File: src/verilog/core_defs.svh
`ifndef CORE_DEFS_SVH
`define CORE_DEFS_SVH

// data path and address width
`define CORE_XLEN 32

// register file index width, 32 registers
`define CORE_RADDR_W 5

// instruction memory size in 32-bit words
`define CORE_IMEM_DEPTH 256

`endif

File: src/verilog/core_regfile.sv
`timescale 1ns/1ps
`include "core_defs.svh"

module core_regfile (
	input  logic                     clk,
	input  logic                     arst_n_i,
	input  logic [`CORE_RADDR_W-1:0] raddr1_i,
	input  logic [`CORE_RADDR_W-1:0] raddr2_i,
	input  logic                     we_i,
	input  logic [`CORE_RADDR_W-1:0] waddr_i,
	input  logic [`CORE_XLEN-1:0]    wdata_i,
	output logic [`CORE_XLEN-1:0]    rdata1_o,
	output logic [`CORE_XLEN-1:0]    rdata2_o
);

	logic [`CORE_XLEN-1:0] regs [2**`CORE_RADDR_W];

	always_ff @(posedge clk or negedge arst_n_i) begin
		if (!arst_n_i) begin
			for (int i = 0; i < 2**`CORE_RADDR_W; i++)
				regs[i] <= '0;
		end else if (we_i && waddr_i != '0) begin
			// x0 never takes a write, so it reads zero
			regs[waddr_i] <= wdata_i;
		end
	end

	// combinational reads, used by decode in the fetch cycle
	assign rdata1_o = regs[raddr1_i];
	assign rdata2_o = regs[raddr2_i];

endmodule

File: config.mk
export PLATFORM = sky130hd
export DESIGN_NAME = core_regfile
export DESIGN_NICKNAME = d
export VERILOG_FILES = /design/src/verilog/core_regfile.sv
export VERILOG_INCLUDE_DIRS = /design/src /design/src/verilog
export SDC_FILE = /design/constraint.sdc
export NUM_CORES = 2
export LEC_CHECK = 0
export BUFFER_PORTS_ARGS = -buffer_cell sky130_fd_sc_hd__buf_2
export CAP_MARGIN = 20
export CORE_ASPECT_RATIO = 0.75
export CORE_MARGIN = 5
export CORE_UTILIZATION = 35
export CTS_CLUSTER_DIAMETER = 50
export DETAILED_ROUTE_END_ITERATION = 10
export PLACE_DENSITY_LB_ADDON = 0.12
export SLEW_MARGIN = 10
export SYNTH_ARGS = -nofsm -noshare
export SYNTH_HDL_FRONTEND = slang
export SYNTH_SLANG_ARGS = --single-unit
File: constraint.sdc
create_clock -name clk -period 4.3 [get_ports clk]
set_input_delay 0.43 -clock clk [delete_from_list [all_inputs] [get_ports clk]]
set_output_delay 0.43 -clock clk [all_outputs]
set_load 0.005 [all_outputs]
==> qor.csv <==
metric;value;unit
largestRegisters;regs (1024);
synth_area;55900;µm²
final_util;39.8;%
ant_nets;0;
clk_pin_slew;0.06;ns
fin_crit;3.36;ns
numCtsBuffers;133;
critical_path_arrival;2.93;ns
worstRegToRegCells;1;
min_period_over_period;78.2;%
rsz0062_at_grt;false;
rows;127;
p_clk_share;38.5;%
wl;196000;µm
nets;4586;
wl_per_cell;29.0;µm
cp_slowest_cell;nor2_4;
cp.required;3.87;ns
worst_pin_slew;1.14;ns
yosysUniqueCellTypes;28;
drt_iter0_drc;2603;
die_y;356;µm
die_w;472;µm
start_util;35.1;%
postCtsSetupBuffers;0;
htree_num_levels;4;
leakagePower;0.0297;µW
synth-seq-area-share;45.8;%
hpwlAfterDp;114000;µm
syn_nets;4651;
regMostFlops;regs;
antenna_found_initial;20;
grt_max_degree;90;
vias;38100;
critical_path.most_common_cell;buf_2;
hold_path.class;input port to async pin;
cap_violations;0;
areaGrowthSynthToFinish;13.3;%
clkLatencyLatePin;0.77;ns
grt_overflow_total;0;
swShare;28.5;%
vdd_drop_max;348;µV
comb_power_share;18.3;%
worst-path-buf-inv;3;
async_reset_ff_share;100;%
grt_pass1_wl;288000;µm
max_freq;297;MHz
clock-root-buffer;clkbuf_16;
syn_area_per_cell;12.2;µm²
status;completed;
dr.pass1.iters;5;
synth_edf_count;0;
start_kind;input port;
criticalPathCategory;input port to output pin;
powerDensity;470;nW/µm²
largest_reg_flops;1024;
timing.clock.skew;0;ns
power;29800;µW
cp_top_family;simple AND/OR/NAND/NOR gates;
final_layout_size_suffix_gt1_share;32.1;%
cts_tree;built;
seqPwrFrac;43.2;%
hold_viol;0;
synth_cells;4601;
dp_cells;6528;
gp_congestion;0.754;
port_buffers;113;
crit_chain;buf_2 -> nor2_4 -> buf_4 -> a22o_1 -> nor3_1 -> a31oi_1 -> nand3_1 -> buf_2;
switchingPower;8500;µW
dieArea;168000;µm²
drc;0;
clock_sinks;1024;
worst_setup_path_end_kind;output pin;
finalSetupViolations;0;
cp_max_fo;18;
intPower;21300;µW
clk_path_buf_depth;3;
ios;114;
setup_tns;0;ns
synthFlopType;dfrtp_1;
ys_ff_latch;1024;
yosys_warnings;0;
layout.cells.non_filler;6777;
hold_ws;0.308;ns
path_depth;8;
slew_viol_final;0;
grt_pass1_vias;39300;
grt_use_total;23.1;%
viasPerCell;5.62;
max_slew_margin;23.8;%
core_area;159000;µm²
max_stage_delay;0.80;ns
[through the flow]
| stage | setup WS (ns) | area (µm²) |
|---|---|---|
| after CTS | 0.990 | 63300 |
| final | 0.938 | 63400 |
| after floorplan | 2.23 | 55900 |
| after global placement | 1.03 | 58800 |
| after global routing | 0.956 | 63300 |
| after detailed placement | 1.00 | 58800 |
[final timing paths]
kind                                 to        start  slack [ns]
max reg2reg                   regs[593]    regs[593]        3.48
min in group clk              regs[735]  wdata_i[31]        0.32
max in group asynchronous     regs[149]     arst_n_i        2.74
min reg2reg                  regs[1004]   regs[1004]        0.40
min                           regs[662]     arst_n_i        0.31
max                        rdata2_o[21]  raddr2_i[0]        0.94
[layout make-up]
class                   instances  area (µm²)
well taps                    2128        2660
diodes                         10        25.0
clock inverters                44         488
flip-flops and latches       1024       25600
multi-input cells            3104       28000
repair buffers                273        2560
fillers                     15200       96000
clock buffers                 194        4020
[layout by cell type, fill, tap and decap left out, types with 13 or more instances in the layout]
master / count
buf_2: 110
a22o_1: 128
buf_4: 98
mux2_2: 953
clkinv_2: 18
buf_12: 61
nand3_1: 194
clkbuf_16: 141
mux2_1: 39
nand2_1: 193
dfrtp_1: 1024
a31oi_1: 64
nand2_4: 13
nor2_4: 18
mux2i_1: 1024
clkbuf_8: 29
a21oi_1: 192
nor3_1: 65
clkbuf_1: 24
a22oi_1: 192
[power by group through the flow]
stage	clock (µW)	sequential, µW	combinational, µW
floorplan	0	12600	4010
global placement	0	13000	5410
detailed placement	0	13000	5480
CTS	11800	12800	5500
global route	12100	13100	5990
finish	11500	12900	5450
[timing repair]
item | in CTS | in global routing
hold buffers | 1 | 0
resized for setup | 0 | 0
endpoints found under the hold margin | 55 | 0
[routing by layer]
| layer | vias up | wire length, µm | global-route usage, % |
|---|---|---|---|
| li1 | 16900 | - | - |
| met1 | 20100 | 96500 | 34.0 |
| met2 | 835 | 87600 | 36.2 |
| met3 | 236 | 8280 | 3.20 |
| met4 | 0 | 4130 | 5.33 |
| met5 | - | 0 | 0 |
[synthesized netlist by cell type (all sizes together) (19+ instances only)]
cell type / n / area share (%)
a22oi: 192 / 2.6
mux2: 992 / 20
buf: 249 / 3.0
nor2: 19 / 0.34
mux2i: 1024 / 18
a22o: 128 / 2.0
a31oi: 64 / 0.72
dfrtp: 1024 / 46
nand2: 210 / 1.4
nand3: 194 / 1.7
nor3: 65 / 0.58
clkbuf: 224 / 1.5
a21oi: 192 / 1.7
[cell families (layout without fill, tap and decap cells)]
group	count (synthesis)	count (layout)	share of synthesized area (%)
AOI/OAI and AO/OA	576	576	7.01
and+or+nand+nor	512	512	4.39
muxes	2016	2016	38.3
DFF	1024	1024	45.8
other	0	10	0
buffers and inverters	473	511	4.50
(Power assumes the default switching activity.)
