$ cat src/verilog/core_defs.svh
`ifndef CORE_DEFS_SVH
`define CORE_DEFS_SVH

// data path and address width
`define CORE_XLEN 32

// register file index width, 32 registers
`define CORE_RADDR_W 5

// instruction memory size in 32-bit words
`define CORE_IMEM_DEPTH 256

`endif

$ cat src/verilog/core_pkg.sv
`include "core_defs.svh"

package core_pkg;

	// major opcodes of the supported subset
	localparam logic [6:0] OPC_OP     = 7'b0110011;
	localparam logic [6:0] OPC_OP_IMM = 7'b0010011;
	localparam logic [6:0] OPC_LUI    = 7'b0110111;
	localparam logic [6:0] OPC_BRANCH = 7'b1100011;
	localparam logic [6:0] OPC_JAL    = 7'b1101111;
	localparam logic [6:0] OPC_SYSTEM = 7'b1110011;

	// the only SYSTEM word we accept
	localparam logic [31:0] EBREAK_WORD = 32'h0010_0073;

	// funct3 for OP and OP-IMM
	localparam logic [2:0] F3_ADD_SUB = 3'b000;
	localparam logic [2:0] F3_SLT     = 3'b010;
	localparam logic [2:0] F3_XOR     = 3'b100;
	localparam logic [2:0] F3_OR      = 3'b110;
	localparam logic [2:0] F3_AND     = 3'b111;

	// funct3 for BRANCH
	localparam logic [2:0] F3_BEQ = 3'b000;
	localparam logic [2:0] F3_BNE = 3'b001;

	// funct7 for OP
	localparam logic [6:0] F7_BASE = 7'b0000000;
	localparam logic [6:0] F7_SUB  = 7'b0100000;

	localparam logic [`CORE_RADDR_W-1:0] REG_X0 = '0;

	// one instruction is four bytes
	localparam logic [`CORE_XLEN-1:0] PC_STEP = 4;

	typedef enum logic [2:0] {
		ALU_ADD,
		ALU_SUB,
		ALU_AND,
		ALU_OR,
		ALU_XOR,
		ALU_SLT,
		ALU_PASS_B
	} alu_op_e;

	typedef enum logic [1:0] {
		NPC_SEQ,
		NPC_BEQ,
		NPC_BNE,
		NPC_JUMP
	} npc_kind_e;

endpackage

$ cat src/verilog/core_exu.sv
`timescale 1ns/1ps
`include "core_defs.svh"

module core_exu (
	input  logic                     clk,
	input  logic                     arst_n_i,
	input  logic                     idu_valid_i,
	input  core_pkg::alu_op_e        alu_op_i,
	input  core_pkg::npc_kind_e      npc_kind_i,
	input  logic [`CORE_XLEN-1:0]    opa_i,
	input  logic [`CORE_XLEN-1:0]    opb_i,
	input  logic [`CORE_XLEN-1:0]    cmpb_i,
	input  logic [`CORE_XLEN-1:0]    target_i,
	input  logic [`CORE_XLEN-1:0]    pc_i,
	input  logic                     wen_i,
	input  logic [`CORE_RADDR_W-1:0] wreg_i,
	input  logic                     ebreak_i,
	input  logic                     invalid_i,
	output logic                     valid_o,
	output logic                     redirect_o,
	output logic [`CORE_XLEN-1:0]    redirect_pc_o,
	output logic                     wen_o,
	output logic [`CORE_RADDR_W-1:0] wreg_o,
	output logic [`CORE_XLEN-1:0]    result_o,
	output logic                     stop_o,
	output logic                     invalid_o
);
	import core_pkg::*;

	logic [`CORE_XLEN-1:0] alu_res;
	logic [`CORE_XLEN-1:0] result;
	logic                  equal;
	logic                  taken;

	always_comb begin
		case (alu_op_i)
			ALU_ADD:    alu_res = opa_i + opb_i;
			ALU_SUB:    alu_res = opa_i - opb_i;
			ALU_AND:    alu_res = opa_i & opb_i;
			ALU_OR:     alu_res = opa_i | opb_i;
			ALU_XOR:    alu_res = opa_i ^ opb_i;
			ALU_SLT:    alu_res = {{(`CORE_XLEN-1){1'b0}}, $signed(opa_i) < $signed(opb_i)};
			ALU_PASS_B: alu_res = opb_i;
			default:    alu_res = '0;
		endcase
	end

	// JAL writes the link address instead of an ALU value
	assign result = (npc_kind_i == NPC_JUMP) ? pc_i + PC_STEP : alu_res;

	assign equal = (opa_i == cmpb_i);

	always_comb begin
		case (npc_kind_i)
			NPC_BEQ:  taken = equal;
			NPC_BNE:  taken = !equal;
			NPC_JUMP: taken = 1'b1;
			default:  taken = 1'b0;
		endcase
	end

	always_ff @(posedge clk or negedge arst_n_i) begin
		if (!arst_n_i) begin
			valid_o    <= 1'b0;
			redirect_o <= 1'b0;
			wen_o      <= 1'b0;
			stop_o     <= 1'b0;
			invalid_o  <= 1'b0;
		end else begin
			valid_o <= idu_valid_i;
			if (idu_valid_i) begin
				redirect_o <= taken;
				wen_o      <= wen_i;
				stop_o     <= ebreak_i | invalid_i;
				invalid_o  <= invalid_i;
			end
		end
	end

	always_ff @(posedge clk) begin
		if (idu_valid_i) begin
			redirect_pc_o <= target_i;
			wreg_o        <= wreg_i;
			result_o      <= result;
		end
	end

endmodule

$ cat config.mk
export PLATFORM = sky130hd
export DESIGN_NAME = core_exu
export DESIGN_NICKNAME = d
export VERILOG_FILES = /design/src/verilog/core_pkg.sv /design/src/verilog/core_exu.sv
export VERILOG_INCLUDE_DIRS = /design/src /design/src/verilog
export SDC_FILE = /design/constraint.sdc
export NUM_CORES = 1
export LEC_CHECK = 0
export ABC_AREA = 1
export BUFFER_PORTS_ARGS = -buffer_cell sky130_fd_sc_hd__buf_2
export CAP_MARGIN = 25
export CELL_PAD_IN_SITES_DETAIL_PLACEMENT = 0
export CELL_PAD_IN_SITES_GLOBAL_PLACEMENT = 2
export CORE_ASPECT_RATIO = 0.75
export CORE_UTILIZATION = 29
export CTS_CLUSTER_DIAMETER = 50
export DETAILED_ROUTE_END_ITERATION = 6
export PLACE_DENSITY = 0.82
export SYNTH_ARGS = -nofsm -noshare
export SYNTH_HDL_FRONTEND = slang
export SYNTH_SLANG_ARGS = --single-unit
$ cat constraint.sdc
create_clock -name clk -period 0.8 [get_ports clk]
set_input_delay 0.04 -clock clk [delete_from_list [all_inputs] [get_ports clk]]
set_output_delay 0.04 -clock clk [all_outputs]
set_load 0.05 [all_outputs]
==> flow_metrics.py, run 1 <==
metrics = {
    "run_status": {
        "status": "finished, violations left",
        "failing_checks": "setup timing",
    },
    "drt": {
        "post_drt_via_cell_ratio": 4.79,
        "drt-initial-drc-count": 943,
        "via_count": 13700,
        "detail-route-antenna-nets": 0,
        "avgRoutedWirePerCell_um": 17.8,
        "drt_pre_antenna_iters": 5,
        "wl_mm": 50.7,
        "drt_drc_violations_left": 0,
    },
    "synthesis": {
        "synth_edf_count": 69,
        "ys_warn_count": 0,
        "async_flop_share_pct": 6.76,
        "netlist_area_um2": 10200,
        "synth_seq_area_share_pct": 21.5,
        "syn_avg_cell_area_um2": 6.11,
        "ys_seq_elements": 74,
        "netlist_instances": 1676,
        "ys_types": 43,
        "syn_nets": 1968,
        "synth_flop_cell": "sky130_fd_sc_hd__edfxtp_1",
    },
    "place": {
        "dpl-instance-area_um2": 15800,
        "dp_worst_slack_ns": -1.45,
        "place_congestion": 0.929,
        "port_buffers": 249,
        "detailedPlacementHpwl_mm": 40.6,
    },
    "worst_setup_path": {
        "worst-endpoint-arrival_ns": 1.83,
        "crit_required_ns": 0.89,
        "critical_path_class": "primary input to flip-flop",
        "r2r_setup_slack_ns": -0.11,
        "setup.worst_path.start_class": "primary input",
        "crit_path_end_kind": "flip-flop",
        "worstPathMaxFanout": 7,
    },
    "sta": {
        "setup_viol": 108,
        "hold_viol_final": 0,
        "fin_ws_ns": -0.941,
        "rsz0062_at_grt": "yes",
        "timing_max_transition_violations_final": 0,
        "slew-limit-headroom_pct": 57.8,
        "layout_min_cycle_time_ns": 1.74,
        "max_slew.worst_pin.slew_ns": 0.634,
        "whs_ns": 0.0453,
        "fmax_mhz": 574,
        "skew_ns": 0,
        "final_min_period_over_clock_period_pct": 218,
    },
    "floorplan": {
        "die_h_um": 165,
        "core_region_area_um2": 34700,
        "io_pins": 250,
        "initial_utilization_pct": 29.5,
        "die_w_um": 219,
        "placement_rows": 59,
        "floorplan.die_area_um2": 36100,
    },
    "power": {
        "power.internal_mw": 13.1,
        "clock_power_share_pct": 18.7,
        "switching_power_mw": 9.83,
        "leakagePower_nw": 10.2,
        "seq_power_share_pct": 21.6,
        "peakVddDrop_v": 0.00119,
        "power.share.combinational_pct": 59.8,
        "power.density_cell_area_nw_per_um2": 1130,
        "net_switching_fraction_of_the_power_pct": 42.9,
    },
    "grt": {
        "grt_pass1_vias": 13200,
        "globalRouteOverflowTotal": 0,
        "initial_antenna_violation_count": 1,
        "maximum_number_of_pins_on_one_net_before_global_route_repair": 21,
        "grt_pass1_wl_mm": 74.7,
        "globalRouteTotalUtil_pct": 27.2,
    },
    "final_layout": {
        "filler_cell_count": 3222,
        "commonest_cells_after_routing_fill_and_taps_aside": "383 x sky130_fd_sc_hd__buf_4, 326 x sky130_fd_sc_hd__nand2_1, 201 x sky130_fd_sc_hd__inv_1, 172 x sky130_fd_sc_hd__nand2_2, 150 x sky130_fd_sc_hd__buf_6",
        "final_nets": 2681,
        "number_of_inserted_diodes": 0,
        "mostFrequentLayoutCell": "sky130_fd_sc_hd__buf_4",
        "final_non_filler_cell_area_um2": 20300,
        "area.growth.synth_to_final_pct": 97.9,
        "layout_cells_sized_above_1_pct": 56.9,
        "layout.core_utilization_pct": 58.4,
    },
    "job": {
        "maxCapViolations": 0,
    },
    "cts": {
        "cts.reportedPaths.clkPinSlew_ns": 0.07,
        "clk_path_buf_depth": 2,
        "clkLatencyLatePin_ns": 0.33,
        "clockRootBuffer": "sky130_fd_sc_hd__clkbuf_16",
        "htree_num_levels": 3,
        "tritoncts.num_buffers": 9,
        "clkSinkCount": 74,
        "clock_tree_from_tritoncts": "yes",
    },
    "hold_path": {
        "holdCritPathClass": "primary input to async pin",
    },
}
-- final cells by class --
type                            instances  area [µm²]  share of cell area (%)
Inverter                              321        1390                    6.83
Timing Repair Buffer                  743        6320                    31.2
Multi-Input combinational cell       1240        9480                    46.8
Clock buffer                            9         225                    1.11
Sequential cell                        74        2200                    10.9
Tap cell                              457         572                    2.82
Clock inverter                          7        83.8                   0.414
-- flip-flops by register name, summed over array words and instances, names as in the netlist --
signal,cells
redirect_o,1
wreg_o,5
result_o,32
invalid_o,1
redirect_pc_o,32
wen_o,1
stop_o,1
valid_o,1
-- path summary, 6_finish.rpt --
path                       depth (start not counted)          start          end
max in group asynchronous                          2       arst_n_i        wen_o
hold reg to reg                                    1      invalid_o    invalid_o
hold / removal                                     2       arst_n_i      valid_o
setup reg to reg                                   2          wen_o        wen_o
setup / recovery                                  15       opa_i[5]  result_o[6]
min in group clk                                   4  npc_kind_i[1]   redirect_o
-- through the flow --
step	setup TNS, ns	total power, mW	cells
after global routing	-39.81	24.1	2851
after detailed placement	-41.21	15.2	2720
after CTS	-34.49	21.6	2817
after floorplan	-22.24	10.5	1676
after global placement	-40.98	15.1	2720
final	-35.40	22.9	2851
-- synthesized netlist by cell type (2+ instances only) --
cell type,n,share of area (%)
sky130_fd_sc_hd__nand4_1,18,1.1
sky130_fd_sc_hd__o21bai_1,11,0.81
sky130_fd_sc_hd__buf_1,2,0.073
sky130_fd_sc_hd__o21ai_0,37,1.8
sky130_fd_sc_hd__nand2_1,557,20
sky130_fd_sc_hd__o221ai_1,6,0.51
sky130_fd_sc_hd__nor3_1,23,1.1
sky130_fd_sc_hd__dfrtp_1,5,1.2
sky130_fd_sc_hd__buf_2,28,1.4
sky130_fd_sc_hd__nand3_1,130,6.4
sky130_fd_sc_hd__fa_1,2,0.39
sky130_fd_sc_hd__xnor2_1,15,1.3
sky130_fd_sc_hd__nor2_1,116,4.3
sky130_fd_sc_hd__a21oi_1,75,3.7
sky130_fd_sc_hd__o21ai_1,23,1.1
sky130_fd_sc_hd__or2_2,14,0.86
sky130_fd_sc_hd__inv_2,6,0.22
sky130_fd_sc_hd__inv_1,315,12
sky130_fd_sc_hd__a221oi_1,20,1.7
sky130_fd_sc_hd__clkbuf_1,10,0.37
sky130_fd_sc_hd__nor4_1,6,0.37
sky130_fd_sc_hd__xor2_1,9,0.77
sky130_fd_sc_hd__o211ai_1,7,0.51
sky130_fd_sc_hd__nor2_2,6,0.37
sky130_fd_sc_hd__and3_1,2,0.12
sky130_fd_sc_hd__nand2_2,2,0.12
sky130_fd_sc_hd__mux2_2,2,0.22
sky130_fd_sc_hd__nor3_2,3,0.29
sky130_fd_sc_hd__ha_1,114,14
sky130_fd_sc_hd__edfxtp_1,69,20
sky130_fd_sc_hd__o22ai_1,28,1.7
sky130_fd_sc_hd__and2_1,4,0.24
-- cells by family (layout without fill, tap and decap cells) --
group,count (synthesis),in the layout,synth area share (%)
and+or+nand+nor,885,885,36.0
buffers and inverters,362,1080,13.6
AOI/OAI and AO/OA,213,213,12.3
adders and majority gates,116,116,14.3
DFF,74,74,21.5
xor gates and xnor gates,24,24,2.05
muxes,2,2,0.220
-- per-layer routing --
layer	vias to the layer above	global-route usage [%]	wire (µm)	share of wire, %
met4	2	4.64	618	1.2
li1	6776	-	-	-
met1	6391	41.3	25200	50
met3	37	2.78	3060	6.0
met2	445	41.5	21800	43
met5	-	0	13	0.026
-- repair_timing --
action / CTS / global route
endpoints found under the hold margin: 47 / 0
setup endpoints to repair: 107 / 109
pin swaps: 184 / 198
hold buffers: 43 / 0
setup buffers: 42 / 38
gates resized for setup: 573 / 354
-- power by group through the flow --
| stage | Clock (mW) | Sequential [mW] | Combinational (mW) |
|---|---|---|---|
| CTS | 4.37 | 4.93 | 12.3 |
| global placement | 0 | 4.91 | 10.2 |
| detailed placement | 0 | 4.91 | 10.3 |
| global route | 4.51 | 4.96 | 14.6 |
| floorplan | 0 | 6.23 | 4.31 |
| finish | 4.29 | 4.94 | 13.7 |
-- critical path, cell delays in order --
cell	delay (ns)
sky130_fd_sc_hd__buf_6	0.09
sky130_fd_sc_hd__inv_4	0.04
sky130_fd_sc_hd__ha_4	0.35
sky130_fd_sc_hd__inv_2	0.06
sky130_fd_sc_hd__nand2_2	0.05
sky130_fd_sc_hd__nand2_2	0.08
sky130_fd_sc_hd__inv_2	0.09
sky130_fd_sc_hd__nand3_4	0.12
sky130_fd_sc_hd__buf_4	0.15
sky130_fd_sc_hd__buf_4	0.13
sky130_fd_sc_hd__a21oi_2	0.11
sky130_fd_sc_hd__o21ai_1	0.08
sky130_fd_sc_hd__nand2_1	0.08
sky130_fd_sc_hd__nand3_2	0.12
sky130_fd_sc_hd__a22o_1	0.24
(Power assumes the default switching activity.)
==> inputs of run 2 (changes only) <==
--- a/config.mk
+++ b/config.mk
@@ -16,6 +16,7 @@
 export CTS_CLUSTER_DIAMETER = 50
 export DETAILED_ROUTE_END_ITERATION = 6
 export PLACE_DENSITY = 0.82
+export SETUP_SLACK_MARGIN = 0.5
 export SYNTH_ARGS = -nofsm -noshare
 export SYNTH_HDL_FRONTEND = slang
 export SYNTH_SLANG_ARGS = --single-unit
==> constraint.sdc (replaced) <==
create_clock -name clk -period 0.8 [get_ports clk]
set_input_delay 0.16 -clock clk [delete_from_list [all_inputs] [get_ports clk]]
set_output_delay 0.16 -clock clk [all_outputs]
set_load 0.005 [all_outputs]
==> run 2 against run 1 <==
- the run ends with hold timing, setup timing left
- critical path depth unchanged
- worst setup slack worse by 0.12 ns
- cell count shrank 1.8%
- count of clock-buffer cells in the layout unchanged
- flip-flop and latch count unchanged
- fmax shrank 6.5%
- wire length down 2.8%
- non-clock buffer count is 52 lower
- final area fell by 5.9%
- first-iteration DRC count grew 12%
- core utilization is 3.5 points lower
- sequential share of layout area grew 0.66 points
- critical endpoint is now result_o[7]
==> flow_metrics.py, run 2 (synthesis results as in run 1) <==
metrics = {
    "worst_setup_path": {
        "worstPathMaxFanout": 5,
        "crit_path_end_kind": "flip-flop",
        "crit_required_ns": 0.88,
        "setup.worst_path.start_class": "primary input",
        "worst-endpoint-arrival_ns": 1.95,
        "critical_path_class": "primary input to flip-flop",
    },
    "drt": {
        "post_drt_via_cell_ratio": 4.79,
        "drt_drc_violations_left": 0,
        "drt-initial-drc-count": 1057,
        "detail-route-antenna-nets": 0,
        "wl_mm": 49.3,
        "drt_pre_antenna_iters": 5,
        "via_count": 13400,
        "avgRoutedWirePerCell_um": 17.6,
    },
    "floorplan": {
        "io_pins": 250,
        "floorplan.die_area_um2": 36100,
        "placement_rows": 59,
        "core_region_area_um2": 34700,
        "die_h_um": 165,
        "die_w_um": 219,
        "initial_utilization_pct": 29.5,
    },
    "cts": {
        "tritoncts.num_buffers": 9,
        "clk_path_buf_depth": 2,
        "htree_num_levels": 3,
        "clockRootBuffer": "sky130_fd_sc_hd__clkbuf_16",
        "clock_tree_from_tritoncts": "yes",
        "clkSinkCount": 74,
        "clkLatencyLatePin_ns": 0.33,
        "cts.reportedPaths.clkPinSlew_ns": 0.06,
    },
    "final_layout": {
        "filler_cell_count": 3376,
        "layout_cells_sized_above_1_pct": 54.5,
        "area.growth.synth_to_final_pct": 86.2,
        "biggestRegsByFlops": "redirect_pc_o (32), result_o (32), wreg_o (5)",
        "number_of_inserted_diodes": 0,
        "mostFrequentLayoutCell": "sky130_fd_sc_hd__nand2_1",
        "ff_latch_area_um2": 2200,
        "commonest_cells_after_routing_fill_and_taps_aside": "362 x sky130_fd_sc_hd__nand2_1, 361 x sky130_fd_sc_hd__buf_4, 210 x sky130_fd_sc_hd__buf_2, 208 x sky130_fd_sc_hd__inv_1, 139 x sky130_fd_sc_hd__nand2_2",
        "multi_input_comb_area_um2": 9140,
        "final_nets": 2630,
    },
    "grt": {
        "globalRouteTotalUtil_pct": 26.6,
        "grt_pass1_wl_mm": 72.3,
        "grt_pass1_vias": 12700,
        "maximum_number_of_pins_on_one_net_before_global_route_repair": 18,
        "initial_antenna_violation_count": 0,
        "globalRouteOverflowTotal": 0,
    },
    "job": {
        "maxCapViolations": 0,
    },
    "sta": {
        "fmax_mhz": 537,
        "slew-limit-headroom_pct": 60.6,
        "final_min_period_over_clock_period_pct": 233,
        "layout_min_cycle_time_ns": 1.86,
        "rsz0062_at_grt": "yes",
        "hold_viol_final": 14,
        "skew_ns": 0,
        "whs_ns": -0.372,
        "setup_viol": 107,
        "fin_ws_ns": -1.06,
        "max_slew.worst_pin.slew_ns": 0.591,
        "timing_max_transition_violations_final": 0,
    },
    "power": {
        "peakVddDrop_v": 0.000834,
        "leakagePower_nw": 9.74,
        "fin_total_pwr_mw": 20.6,
        "power.density_cell_area_nw_per_um2": 1080,
    },
    "hold_path": {
        "holdCritPathClass": "primary input to async pin",
    },
    "place": {
        "place_congestion": 0.979,
        "port_buffers": 249,
        "detailedPlacementHpwl_mm": 40.8,
    },
    "run_status": {
        "failing_checks": "hold timing, setup timing",
        "status": "finished, violations left",
    },
}
run 2: changes by cell type in the layout (fill, tap and decap cells not counted), moves of 7 or more:
cell                            delta
sky130_fd_sc_hd__buf_2            +79
sky130_fd_sc_hd__buf_4            -22
sky130_fd_sc_hd__buf_6            -73
sky130_fd_sc_hd__dlygate4sd3_1    -43
sky130_fd_sc_hd__inv_1             +7
sky130_fd_sc_hd__nand2_1          +36
sky130_fd_sc_hd__nand2_2          -33
sky130_fd_sc_hd__nand3_1          +12
sky130_fd_sc_hd__nand3_2          -12
sky130_fd_sc_hd__nor2_1            +8
sky130_fd_sc_hd__nor2_4            -9
run 2: layout make-up:
class / count / share of cell area, %
timing repair buffer: 691 / 28.8
clock inverter: 7 / 0.440
timing repair inverter: 1 / 0.0263
tap: 457 / 3.00
multi-input combinational: 1240 / 48.0
inverter: 321 / 7.09
sequential: 74 / 11.5
clock buffer: 9 / 1.18
run 2: stage by stage:
step	TNS [ns]	utilization, %	setup WS [ns]	area, µm²	instances
floorplan	-26.00	-	-0.938	11200	1676
global placement	-51.14	45.5	-1.57	15800	2721
detailed placement	-52.60	45.5	-1.55	15800	2721
CTS	-43.90	51.0	-0.930	17700	2772
global route	-49.00	55.0	-1.08	19100	2800
finish	-43.72	55.0	-1.06	19100	2800
run 2: path summary, 6_finish.rpt:
kind,startpoint,to,slack (ns),cells past startpoint
min reg2reg,stop_o,stop_o,0.51,2
max in group asynchronous,arst_n_i,valid_o,1.04,1
max reg2reg,redirect_o,redirect_o,-0.05,4
max,opa_i[4],result_o[7],-1.06,15
min,arst_n_i,invalid_o,-0.37,1
min in group clk,target_i[1],redirect_pc_o[1],-0.01,1
run 2: report_power, final:
| part | switching (mW) | leakage, nW | internal [mW] |
|---|---|---|---|
| sequential | 0.145 | 0.731 | 4.69 |
| combinational | 6.30 | 8.86 | 5.19 |
| clock | 1.77 | 0.149 | 2.48 |
| total | 8.21 | 9.74 | 12.4 |
run 2: timing repair:
| item | CTS | global route |
|---|---|---|
| endpoints found under the hold margin | 37 | 37 |
| resized for setup | 365 | 291 |
| pin swaps | 159 | 142 |
| setup buffers | 31 | 24 |
| endpoints found under the setup margin | 180 | 180 |
| gates cloned | 4 | 4 |
run 2: critical path, stage by stage:
cell,delay [ns]
sky130_fd_sc_hd__buf_6,0.10
sky130_fd_sc_hd__inv_8,0.03
sky130_fd_sc_hd__ha_4,0.29
sky130_fd_sc_hd__inv_2,0.04
sky130_fd_sc_hd__nand2_1,0.06
sky130_fd_sc_hd__nand2_2,0.11
sky130_fd_sc_hd__a21oi_2,0.21
sky130_fd_sc_hd__nand2_4,0.09
sky130_fd_sc_hd__buf_6,0.13
sky130_fd_sc_hd__a21oi_2,0.10
sky130_fd_sc_hd__o21ai_1,0.07
sky130_fd_sc_hd__nand2_1,0.06
sky130_fd_sc_hd__o211ai_1,0.24
sky130_fd_sc_hd__nand2_1,0.16
sky130_fd_sc_hd__o21ai_1,0.08
run 2: per-layer routing:
layer / wire, µm / vias to the layer above / part of all wire [%] / track usage [%]
met5: 0 / - / 0 / 0
met4: 838 / 0 / 1.7 / 4.58
met3: 3110 / 41 / 6.3 / 2.85
met2: 20200 / 422 / 41 / 39.1
met1: 25200 / 6253 / 51 / 41.3
li1: - / 6683 / - / -
