<file path="src/verilog/core_defs.svh">
`ifndef CORE_DEFS_SVH
`define CORE_DEFS_SVH

// data path and address width
`define CORE_XLEN 32

// register file index width, 32 registers
`define CORE_RADDR_W 5

// instruction memory size in 32-bit words
`define CORE_IMEM_DEPTH 256

`endif

</file>
<file path="src/verilog/core_pkg.sv">
`include "core_defs.svh"

package core_pkg;

	// major opcodes of the supported subset
	localparam logic [6:0] OPC_OP     = 7'b0110011;
	localparam logic [6:0] OPC_OP_IMM = 7'b0010011;
	localparam logic [6:0] OPC_LUI    = 7'b0110111;
	localparam logic [6:0] OPC_BRANCH = 7'b1100011;
	localparam logic [6:0] OPC_JAL    = 7'b1101111;
	localparam logic [6:0] OPC_SYSTEM = 7'b1110011;

	// the only SYSTEM word we accept
	localparam logic [31:0] EBREAK_WORD = 32'h0010_0073;

	// funct3 for OP and OP-IMM
	localparam logic [2:0] F3_ADD_SUB = 3'b000;
	localparam logic [2:0] F3_SLT     = 3'b010;
	localparam logic [2:0] F3_XOR     = 3'b100;
	localparam logic [2:0] F3_OR      = 3'b110;
	localparam logic [2:0] F3_AND     = 3'b111;

	// funct3 for BRANCH
	localparam logic [2:0] F3_BEQ = 3'b000;
	localparam logic [2:0] F3_BNE = 3'b001;

	// funct7 for OP
	localparam logic [6:0] F7_BASE = 7'b0000000;
	localparam logic [6:0] F7_SUB  = 7'b0100000;

	localparam logic [`CORE_RADDR_W-1:0] REG_X0 = '0;

	// one instruction is four bytes
	localparam logic [`CORE_XLEN-1:0] PC_STEP = 4;

	typedef enum logic [2:0] {
		ALU_ADD,
		ALU_SUB,
		ALU_AND,
		ALU_OR,
		ALU_XOR,
		ALU_SLT,
		ALU_PASS_B
	} alu_op_e;

	typedef enum logic [1:0] {
		NPC_SEQ,
		NPC_BEQ,
		NPC_BNE,
		NPC_JUMP
	} npc_kind_e;

endpackage

</file>
<file path="src/verilog/core_wbu.sv">
`timescale 1ns/1ps
`include "core_defs.svh"

module core_wbu (
	input  logic                     clk,
	input  logic                     arst_n_i,
	input  logic                     exu_valid_i,
	input  logic                     wen_i,
	input  logic [`CORE_RADDR_W-1:0] wreg_i,
	input  logic [`CORE_XLEN-1:0]    result_i,
	input  logic                     stop_i,
	input  logic                     invalid_i,
	output logic                     reg_we_o,
	output logic [`CORE_RADDR_W-1:0] reg_waddr_o,
	output logic [`CORE_XLEN-1:0]    reg_wdata_o,
	output logic                     finish_o,
	output logic                     halt_o,
	output logic                     invalid_o
);
	import core_pkg::*;

	always_ff @(posedge clk or negedge arst_n_i) begin
		if (!arst_n_i) begin
			reg_we_o  <= 1'b0;
			finish_o  <= 1'b0;
			halt_o    <= 1'b0;
			invalid_o <= 1'b0;
		end else begin
			finish_o <= exu_valid_i;
			// writes to x0 are dropped here, so they never show in the trace
			reg_we_o <= exu_valid_i && wen_i && (wreg_i != REG_X0);
			// sticky until reset
			halt_o    <= halt_o | (exu_valid_i & stop_i);
			invalid_o <= invalid_o | (exu_valid_i & invalid_i);
		end
	end

	always_ff @(posedge clk) begin
		if (exu_valid_i) begin
			reg_waddr_o <= wreg_i;
			reg_wdata_o <= result_i;
		end
	end

endmodule

</file>
<file path="config.mk">
export PLATFORM = sky130hd
export DESIGN_NAME = core_wbu
export DESIGN_NICKNAME = d
export VERILOG_FILES = /design/src/verilog/core_pkg.sv /design/src/verilog/core_wbu.sv
export VERILOG_INCLUDE_DIRS = /design/src /design/src/verilog
export SDC_FILE = /design/constraint.sdc
export NUM_CORES = 1
export LEC_CHECK = 0
export BUFFER_PORTS_ARGS = -buffer_cell sky130_fd_sc_hd__buf_2
export CAP_MARGIN = 20
export CORE_UTILIZATION = 36
export CTS_CLUSTER_SIZE = 25
export DETAILED_ROUTE_END_ITERATION = 16
export HOLD_SLACK_MARGIN = 0.08
export PLACE_DENSITY = 0.71
export SLEW_MARGIN = 10
export SYNTH_ARGS = -nofsm -noshare
export SYNTH_HDL_FRONTEND = slang
export SYNTH_SLANG_ARGS = --single-unit
</file>
<file path="constraint.sdc">
create_clock -name clk -period 0.8 [get_ports clk]
set_input_delay 0.12 -clock clk [delete_from_list [all_inputs] [get_ports clk]]
set_output_delay 0.12 -clock clk [all_outputs]
set_load 0.02 [all_outputs]
</file>
==> run summary, run 1 <==
Fin Setup TNS: -9.99 ns
CP bufs+invs: 1
Min cycle time layout: 1.09 ns
CTS tree: built
Fraction of registers with async set or reset after synthesis: 9.76%
CTS clk-pin slew, worst paths: 0.14 ns
# setup viols final: 42
Kind of cell adding the most delay to the critical path: flip-flops
Drt pass-1 iters: 4
Synthesized cell area: 0.00124 mm^2
Ys flop type: edfxtp_1
Met2 Track Usage GR: 32.7%
Worst setup SP type: flip-flop
Post-synth top cells: edfxtp_1, dfrtp_1, a21o_1
Cells along the critical path: buf_6
Syn nets: 88
Mapped Cells: 45
Die footprint: 0.00369 mm^2
Dpl cells: 174
Die height: 60.7 um
Clock root buffer: clkbuf_4
Max-slew violations: 0
Worst Slack Setup Final: -0.290 ns
GR Util met1: 17.5%
Pwr dens: 1930 mW/mm^2
Failing checks: negative setup slack
Max cap viols: 0
Outcome: finished, violations left
First-iteration detailed-routing DRC count: 50
Top cell type's share of synthesized area: 89.4%
Avg Synthesized Cell Area: 27.6 um^2
Drt drc: 0
# clock sinks: 41
Global placement routability congestion: 0.633
R2R Setup Slk: 0.01 ns
Synth unique cells: 5
Leak: 0.00106 uW
Final wirelength: 3.79 mm
CP Class: reg -> out
Ports: 84
Peak VDD IR: 1.17 mV
Clock Latency Late Sink: 0.35 ns
Finished Layout Cells: 226
Measured slew at the worst slew-check pin: 0.156 ns
RSZ-0062 raised after global routing: true
First-pass GRT wire length: 4.48 mm
Post-Place Setup Slack: -0.218 ns
Sequential element share of the synthesized area: 97.5%
TritonCTS Buffers: 5
CTS H-tree lvls: 2
Nets: 224
Total Power: 4820 uW
Drt wl/cell: 16.8 um
Rel. slew slack: 89.6%
Cell taking the most area after synthesis: edfxtp_1
Synth-to-Final Area Change: 101%
IO buf count: 83
ANT cells: 0
Most frequent cell after synthesis: edfxtp_1
Initial antenna violation count: 0
Deepest clock path buffer count: 2
Crit path max fanout: 1
Crit. End Element: primary output
Die width: 60.7 um
Core area: 0.00315 mm^2
GRT Max-Usage Layer: met2
Drt via density: 4.39
Aggregate global routing overflow: 0
Clk_skew: 0 ns
ANT nets after route: 0
Delay of the slowest critical-path stage: 0.44 ns
# rows: 20
Yosys warning count: 0
Top post-synthesis cells by area: edfxtp_1, dfrtp_1, a21o_1
Critical path's slowest cell: edfxtp_1
Worst endpoint required time: 0.68 ns
Vias in the first global route: 966
Largest net degree at the start of global routing: 29
Share of cells above drive strength 1: 52.2%
Fillcell total: 178
Met3 usage: 9.38%
EDFF count, synth: 37
WP data arrival: 0.97 ns
Final Hold Viols: 0
Initial Util: 39.4%
Vias: 993
Worst min-delay path class: in -> reg
Global Route Usage Sum: 18.4%
Final period util: 136%
FMAX: 917 MHz
Seq cells post-synth: 41
[worst register-to-register path, cell delays in order, from the launching register on]
cell,delay (ns)
dfrtp_1,0.42
buf_6,0.12
a21o_1,0.15
[state kept, by name (all words and copies together), names as in the netlist]
signal and cells:
reg_wdata_o 32, reg_we_o 1, halt_o 1, invalid_o 1
reg_waddr_o 5, finish_o 1
[stage by stage]
step | instance area, um^2 | hold slack [ns] | util, %
after floorplan | 1240 | -0.176 | -
after global placement | 1740 | -0.0727 | 55.2
after detailed placement | 1740 | -0.0727 | 55.2
after CTS | 2300 | 0.111 | 73.0
after global routing | 2490 | 0.113 | 79.1
final | 2490 | 0.110 | 79.1
[metal layers]
layer,vias to the layer above,share of wire [%],routed length (um)
met1,472,38,1420
met5,-,0,0
li1,451,-,-
met4,0,2.0,75
met3,7,9.8,371
met2,63,51,1920
[cell type report]
cell class,instances,area [um^2],share of cell area [%]
clock buffer,5,37.5,1.50
clock inverter,3,46.3,1.86
multi-input combinational,4,31.3,1.25
sequential,41,1210,48.5
tap,44,55.1,2.21
timing repair buffer,129,1110,44.6
[path summary, 6_finish.rpt]
check	from	endpoint	depth (start not counted)
max	reg_wdata_o[19]$_DFFE_PP_	reg_wdata_o[19]	1
max reg2reg	invalid_o$_DFF_PN0_	invalid_o$_DFF_PN0_	2
min	wreg_i[3]	reg_we_o$_DFF_PN0_	3
max in group asynchronous	arst_n_i	halt_o$_DFF_PN0_	3
min in group asynchronous	arst_n_i	invalid_o$_DFF_PN0_	3
min reg2reg	halt_o$_DFF_PN0_	halt_o$_DFF_PN0_	2
[timing repair]
| item | in CTS | in global routing |
|---|---|---|
| hold endpoints to repair | 44 | 3 |
| buffers inserted | 1 | 2 |
| hold buffers | 42 | 2 |
| gates resized for setup | 16 | 59 |
| endpoints found under the setup margin | 41 | 43 |
[layout by cell type, fill, tap and decap left out]
cell type and instances:
dfrtp_1 4, dlygate4sd3_1 42, edfxtp_1 37, bufinv_16 1
buf_6 38, buf_2 46, or3_1 1, clkinvlp_4 1
clkinv_4 1, clkbuf_4 5, o311a_1 1, buf_4 2
buf_12 1, a21o_1 2
[cells by family after synthesis]
group              Yosys count  share of synthesized area [%]
DFF                         41                           97.5
AOI/OAI and AO/OA            3                           2.01
and+or+nand+nor              1                          0.504
[power breakdown]
group / internal [uW] / switching (uW)
Sequential: 2510 / 78.8
Clock: 661 / 723
Combinational: 477 / 370
Note: power is estimated with default switching activity, not from simulation.
==> inputs of run 2 (changes only) <==
--- a/config.mk
+++ b/config.mk
@@ -8,11 +8,12 @@
 export LEC_CHECK = 0
 export BUFFER_PORTS_ARGS = -buffer_cell sky130_fd_sc_hd__buf_2
 export CAP_MARGIN = 20
-export CORE_UTILIZATION = 36
+export CORE_UTILIZATION = 38
+export CTS_BUF_LIST = sky130_fd_sc_hd__clkbuf_2
 export CTS_CLUSTER_SIZE = 25
 export DETAILED_ROUTE_END_ITERATION = 16
 export HOLD_SLACK_MARGIN = 0.08
-export PLACE_DENSITY = 0.71
+export PLACE_DENSITY = 0.74
 export SLEW_MARGIN = 10
 export SYNTH_ARGS = -nofsm -noshare
 export SYNTH_HDL_FRONTEND = slang
==> run summary, run 2 (synthesis results as in run 1) <==
Measured slew at the worst slew-check pin: 0.212 ns (was 0.156 ns)
Initial Util: 40.4% (was 39.4%)
Area after DPL: 0.00175 mm^2 (was 0.00174 mm^2)
Final Hold Viols: 0 (unchanged)
CTS tree: built (unchanged)
Drt via density: 4.28 (was 4.39)
Finished Cell Area: 0.00247 mm^2 (was 0.00249 mm^2)
Clk_skew: 0 ns (unchanged)
Rel. slew slack: 85.8% (was 89.6%)
Deepest clock path buffer count: 2 (unchanged)
TritonCTS Buffers: 5 (unchanged)
First-pass GRT wire length: 4.96 mm (was 4.48 mm)
Die footprint: 0.00350 mm^2 (was 0.00369 mm^2)
Clock root buffer: clkbuf_2 (was clkbuf_4)
Core area: 0.00308 mm^2 (was 0.00315 mm^2)
Nets: 224 (unchanged)
Outcome: finished, violations left (unchanged)
Vias: 968 (was 993)
ANT nets after route: 0 (unchanged)
Die width: 59.2 um (was 60.7 um)
Crit path max fanout: 2 (was 1)
Commonest cells after routing, fill and taps aside: buf_2, dlygate4sd3_1, edfxtp_1 (was buf_2, dlygate4sd3_1, buf_6)
Min cycle time layout: 1.14 ns (was 1.09 ns)
Worst setup SP type: input pin (was flip-flop)
Drt pass-1 iters: 3 (was 4)
ANT cells: 0 (unchanged)
Clock Latency Late Sink: 0.37 ns (was 0.35 ns)
Fillcell total: 170 (was 178)
Max reg flops: 32 (unchanged)
Max cap viols: 0 (unchanged)
Worst Slack Setup Final: -0.340 ns (was -0.290 ns)
CTS clk-pin slew, worst paths: 0.22 ns (was 0.14 ns)
Global Route Usage Sum: 21.2% (was 18.4%)
WP data arrival: 1.45 ns (was 0.97 ns)
Most common cell after layout, fill and taps aside: buf_2 (unchanged)
CP Class: in -> reg (was reg -> out)
Max-slew violations: 0 (unchanged)
Drt drc: 0 (unchanged)
CTS H-tree lvls: 2 (unchanged)
IO buf count: 83 (unchanged)
Global placement routability congestion: 0.633 (about the same)
Crit. End Element: flip-flop (was primary output)
Failing checks: negative setup slack (unchanged)
Biggest register: reg_wdata_o (unchanged)
Largest regs: reg_wdata_o (32), reg_waddr_o (5) (unchanged)
Vias in the first global route: 1081 (was 966)
Aggregate global routing overflow: 0 (unchanged)
Total Power: 4890 uW (was 4820 uW)
# setup viols final: 47 (was 42)
Dpl cells: 174 (unchanged)
FMAX: 877 MHz (was 917 MHz)
Worst endpoint required time: 1.10 ns (was 0.68 ns)
Peak VDD IR: 1.59 mV (was 1.17 mV)
# clock sinks: 41 (unchanged)
Initial antenna violation count: 0 (unchanged)
Final period util: 143% (was 136%)
Finished Layout Cells: 226 (unchanged)
# rows: 20 (unchanged)
Synth-to-Final Area Change: 99.2% (was 101%)
First-iteration detailed-routing DRC count: 18 (was 50)
Die height: 59.2 um (was 60.7 um)
Fin util: 80.4% (was 79.1%)
RSZ-0062 raised after global routing: true (unchanged)
Share of cells above drive strength 1: 51.6% (was 52.2%)
Final wirelength: 3.49 mm (was 3.79 mm)
Ports: 84 (unchanged)
Leak: 0.00106 uW (about the same)
Drt wl/cell: 15.4 um (was 16.8 um)
Pwr dens: 1980 mW/mm^2 (was 1930 mW/mm^2)
Largest net degree at the start of global routing: 27 (was 29)
Worst min-delay path class: in -> reg (unchanged)
-- run 2: changes by cell type in the layout (fill, tap and decap cells not counted), moves of 5 or more --
cell | previous run | this run
buf_2 | 46 | 52
clkbuf_4 | 5 | 0
buf_6 | 38 | 31
clkbuf_2 | 0 | 5
-- run 2: critical path: stages --
cell and delay, ns:
buf_2 0.10, dlygate4sd3_1 0.56, or3_1 0.38, o311a_1 0.29
-- run 2: layout make-up --
cell class,count,area [um^2],area share [%]
Clock buffer,5,25.0,1.01
Clock inverter,3,65.1,2.63
Multi-Input combinational cell,4,31.3,1.26
Sequential cell,41,1210,48.9
Tap cell,44,55.1,2.22
Timing Repair Buffer,129,1090,43.9
-- run 2: per-stage QoR --
stage / worst slack, ns / hold WS, ns / TNS [ns]
3_3_place_gp: -0.183 / -0.0746 / -0.183
2_1_floorplan: -0.0709 / -0.176 / -0.0709
4_1_cts: -0.335 / 0.109 / -12.74
3_5_place_dp: -0.213 / -0.0723 / -0.213
5_1_grt: -0.361 / 0.112 / -14.05
6_report: -0.340 / 0.149 / -11.26
-- run 2: timing repair --
item / CTS / global route
endpoints found under the setup margin: 41 / 42
setup buffers: 0 / 1
resized for setup: 16 / 46
endpoints found under the hold margin: 45 / 4
pin swaps: 0 / 1
hold buffers: 43 / 3
-- run 2: layer usage --
layer  part of all wire, %  GRT usage (%)  vias to the layer above
met3                   7.4           10.7                        2
li1                      -              -                      450
met5                     0              0                        -
met2                    59           39.5                       54
met4                  0.54           7.14                        0
met1                    33           19.5                      462
-- run 2: report_power, final --
part | internal [uW] | switching (uW)
clock | 838 | 647
combinational | 459 | 370
sequential | 2510 | 67.7
total | 3810 | 1080
-- run 2: worst paths after layout --
| check | end | startpoint | slack (ns) | cells past startpoint |
|---|---|---|---|---|
| hold / removal | reg_wdata_o[14]$_DFFE_PP_ | exu_valid_i | 0.15 | 2 |
| min in group asynchronous | reg_we_o$_DFF_PN0_ | arst_n_i | 0.63 | 3 |
| hold reg to reg | halt_o$_DFF_PN0_ | halt_o$_DFF_PN0_ | 0.53 | 1 |
| setup / recovery | reg_we_o$_DFF_PN0_ | wreg_i[4] | -0.34 | 4 |
| max in group asynchronous | halt_o$_DFF_PN0_ | arst_n_i | -0.02 | 3 |
| setup reg to reg | invalid_o$_DFF_PN0_ | invalid_o$_DFF_PN0_ | -0.01 | 2 |
==> inputs of run 3 (changes only) <==
--- a/config.mk
+++ b/config.mk
@@ -8,12 +8,13 @@
 export LEC_CHECK = 0
 export BUFFER_PORTS_ARGS = -buffer_cell sky130_fd_sc_hd__buf_2
 export CAP_MARGIN = 20
-export CORE_UTILIZATION = 38
+export CORE_UTILIZATION = 26
 export CTS_BUF_LIST = sky130_fd_sc_hd__clkbuf_2
 export CTS_CLUSTER_SIZE = 25
 export DETAILED_ROUTE_END_ITERATION = 16
 export HOLD_SLACK_MARGIN = 0.08
-export PLACE_DENSITY = 0.74
+export PLACE_DENSITY = 0.53
+export SETUP_SLACK_MARGIN = 0.2
 export SLEW_MARGIN = 10
 export SYNTH_ARGS = -nofsm -noshare
 export SYNTH_HDL_FRONTEND = slang
==> run summary, run 3 (synthesis results as in run 1) <==
Failing checks: design-rule violations, negative hold slack, negative setup slack (was negative setup slack)
CTS clk-pin slew, worst paths: 0.21 ns (was 0.22 ns)
Global placement routability congestion: 0.628 (was 0.633)
CTS H-tree lvls: 2 (unchanged)
Drt pass-1 iters: 10 (was 3)
Deepest clock path buffer count: 2 (unchanged)
Nets: 220 (was 224)
Synth-to-Final Area Change: 92.3% (was 99.2%)
Worst Slack Setup Final: -0.301 ns (was -0.340 ns)
Core area: 0.00447 mm^2 (was 0.00308 mm^2)
Die width: 71.1 um (was 59.2 um)
First-pass GRT wire length: 4.74 mm (was 4.96 mm)
Fin Setup TNS: -11.18 ns (was -11.26 ns)
Ports: 84 (unchanged)
Vias in the first global route: 993 (was 1081)
Clock root buffer: clkbuf_2 (unchanged)
Biggest register: reg_wdata_o (unchanged)
Drt via density: 4.04 (was 4.28)
CP Class: reg -> out (was in -> reg)
Hold slack: -0.0588 ns (was 0.149 ns)
Most common cell after layout, fill and taps aside: buf_2 (unchanged)
Measured slew at the worst slew-check pin: 0.207 ns (was 0.212 ns)
FMAX: 909 MHz (was 877 MHz)
ANT nets after route: 0 (unchanged)
# setup viols final: 42 (was 47)
Max cap viols: 0 (unchanged)
Clock Latency Late Sink: 0.37 ns (about the same)
Delay of the slowest critical-path stage: 0.45 ns (was 0.56 ns)
Global Route Usage Sum: 13.1% (was 21.2%)
Initial antenna violation count: 0 (unchanged)
Worst min-delay path class: in -> reg (unchanged)
Multi-input gate area: 31.3 um^2 (unchanged)
# clock sinks: 41 (unchanged)
Seq. cell area: 0.00121 mm^2 (about the same)
Cells along the critical path: buf_6 (was buf_2, dlygate4sd3_1, or3_1, o311a_1)
Clk_skew: 0 ns (unchanged)
Commonest cells after routing, fill and taps aside: buf_2, dlygate4sd3_1, edfxtp_1 (unchanged)
Largest regs: reg_wdata_o (32), reg_waddr_o (5) (unchanged)
Die footprint: 0.00506 mm^2 (was 0.00350 mm^2)
CP bufs+invs: 1 (was 2)
Largest net degree at the start of global routing: 29 (was 27)
IO buf count: 83 (unchanged)
CTS tree: built (unchanged)
Total Power: 4230 uW (was 4890 uW)
Worst endpoint required time: 0.68 ns (was 1.10 ns)
Final period util: 138% (was 143%)
Final Hold Viols: 1 (was 0)
Drt wl/cell: 13.7 um (was 15.4 um)
# rows: 24 (was 20)
Rel. slew slack: 86.2% (was 85.8%)
ANT cells: 0 (unchanged)
Share of cells above drive strength 1: 53.4% (was 51.6%)
Crit path max fanout: 1 (was 2)
Fillcell total: 354 (was 170)
Max reg flops: 32 (unchanged)
Final HPWL DP: 2.04 mm
Pwr dens: 1770 mW/mm^2 (was 1980 mW/mm^2)
Vias: 929 (was 968)
Die height: 71.1 um (was 59.2 um)
Initial Util: 27.8% (was 40.4%)
Leak: 0.00102 uW (was 0.00106 uW)
Max-slew violations: 0 (unchanged)
WP data arrival: 0.98 ns (was 1.45 ns)
Crit. End Element: primary output (was flip-flop)
Kind of cell adding the most delay to the critical path: flip-flops (was buffers and inverters)
First-iteration detailed-routing DRC count: 96 (was 18)
RSZ-0062 raised after global routing: true (unchanged)
TritonCTS Buffers: 5 (unchanged)
Min cycle time layout: 1.10 ns (was 1.14 ns)
Peak VDD IR: 0.613 mV (was 1.59 mV)
Worst setup SP type: flip-flop (was input pin)
Setup bufs post-CTS: 0 (unchanged)
Aggregate global routing overflow: 0 (unchanged)
Final wirelength: 3.15 mm (was 3.49 mm)
Critical path's slowest cell: edfxtp_1 (was dlygate4sd3_1)
Drt drc: 11 (was 0)
Outcome: finished, violations left (unchanged)
==> run 3: cell count changes in the layout (fill, tap and decap cells not counted) <==
cell	delta
buf_12	-1
clkinv_2	+1
dlygate4sd3_1	-3
dfrtp_1	-2
dfrtp_2	+2
bufinv_16	-2
clkinvlp_4	+1
==> run 3: metal layers <==
| layer | share of wire [%] | global-route usage [%] | up-vias |
|---|---|---|---|
| met5 | 0 | 0 | - |
| met4 | 2.0 | 6.67 | 0 |
| met3 | 10 | 5.41 | 5 |
| met2 | 49 | 22.9 | 57 |
| met1 | 38 | 13.6 | 426 |
| li1 | - | - | 441 |
==> run 3: layout make-up <==
type	instances	share of cell area [%]
repair buffers	125	43.4
multi-input cells	4	1.31
well taps	52	2.72
flip-flops and latches	41	50.8
clock inverters	3	0.733
clock buffers	5	1.05
==> run 3: power breakdown <==
group,leakage (uW),switching (uW),total [uW],internal [uW]
Clock,0.0000287,651,855,204
Sequential,0.000404,66.5,2580,2510
Combinational,0.000583,356,799,443
Total,0.00102,1070,4230,3160
==> run 3: path summary, 6_finish.rpt <==
| path | startpoint | to | slack [ns] | cells after the start |
|---|---|---|---|---|
| setup / recovery | reg_wdata_o[24]$_DFFE_PP_ | reg_wdata_o[24] | -0.30 | 1 |
| max in group asynchronous | arst_n_i | invalid_o$_DFF_PN0_ | 0.64 | 2 |
| hold reg to reg | invalid_o$_DFF_PN0_ | invalid_o$_DFF_PN0_ | 0.50 | 1 |
| min in group asynchronous | arst_n_i | halt_o$_DFF_PN0_ | 0.04 | 2 |
| hold / removal | invalid_i | invalid_o$_DFF_PN0_ | -0.06 | 2 |
| setup reg to reg | halt_o$_DFF_PN0_ | halt_o$_DFF_PN0_ | 0.11 | 1 |
==> run 3: through the flow <==
step	utilization (%)	instances	instance area (um^2)	setup WS [ns]
floorplan	-	45	1240	-0.0709
global placement	39.2	182	1750	-0.198
detailed placement	39.2	182	1750	-0.238
CTS	49.5	228	2210	-0.336
global route	53.4	230	2390	-0.395
finish	53.4	230	2390	-0.301
==> run 3: repair_timing <==
| item | 4_1_cts | 5_1_grt |
|---|---|---|
| pin swaps | 0 | 1 |
| resized for setup | 12 | 50 |
| endpoints found under the setup margin | 43 | 44 |
| hold endpoints to repair | 45 | 11 |
| hold buffers | 38 | 4 |
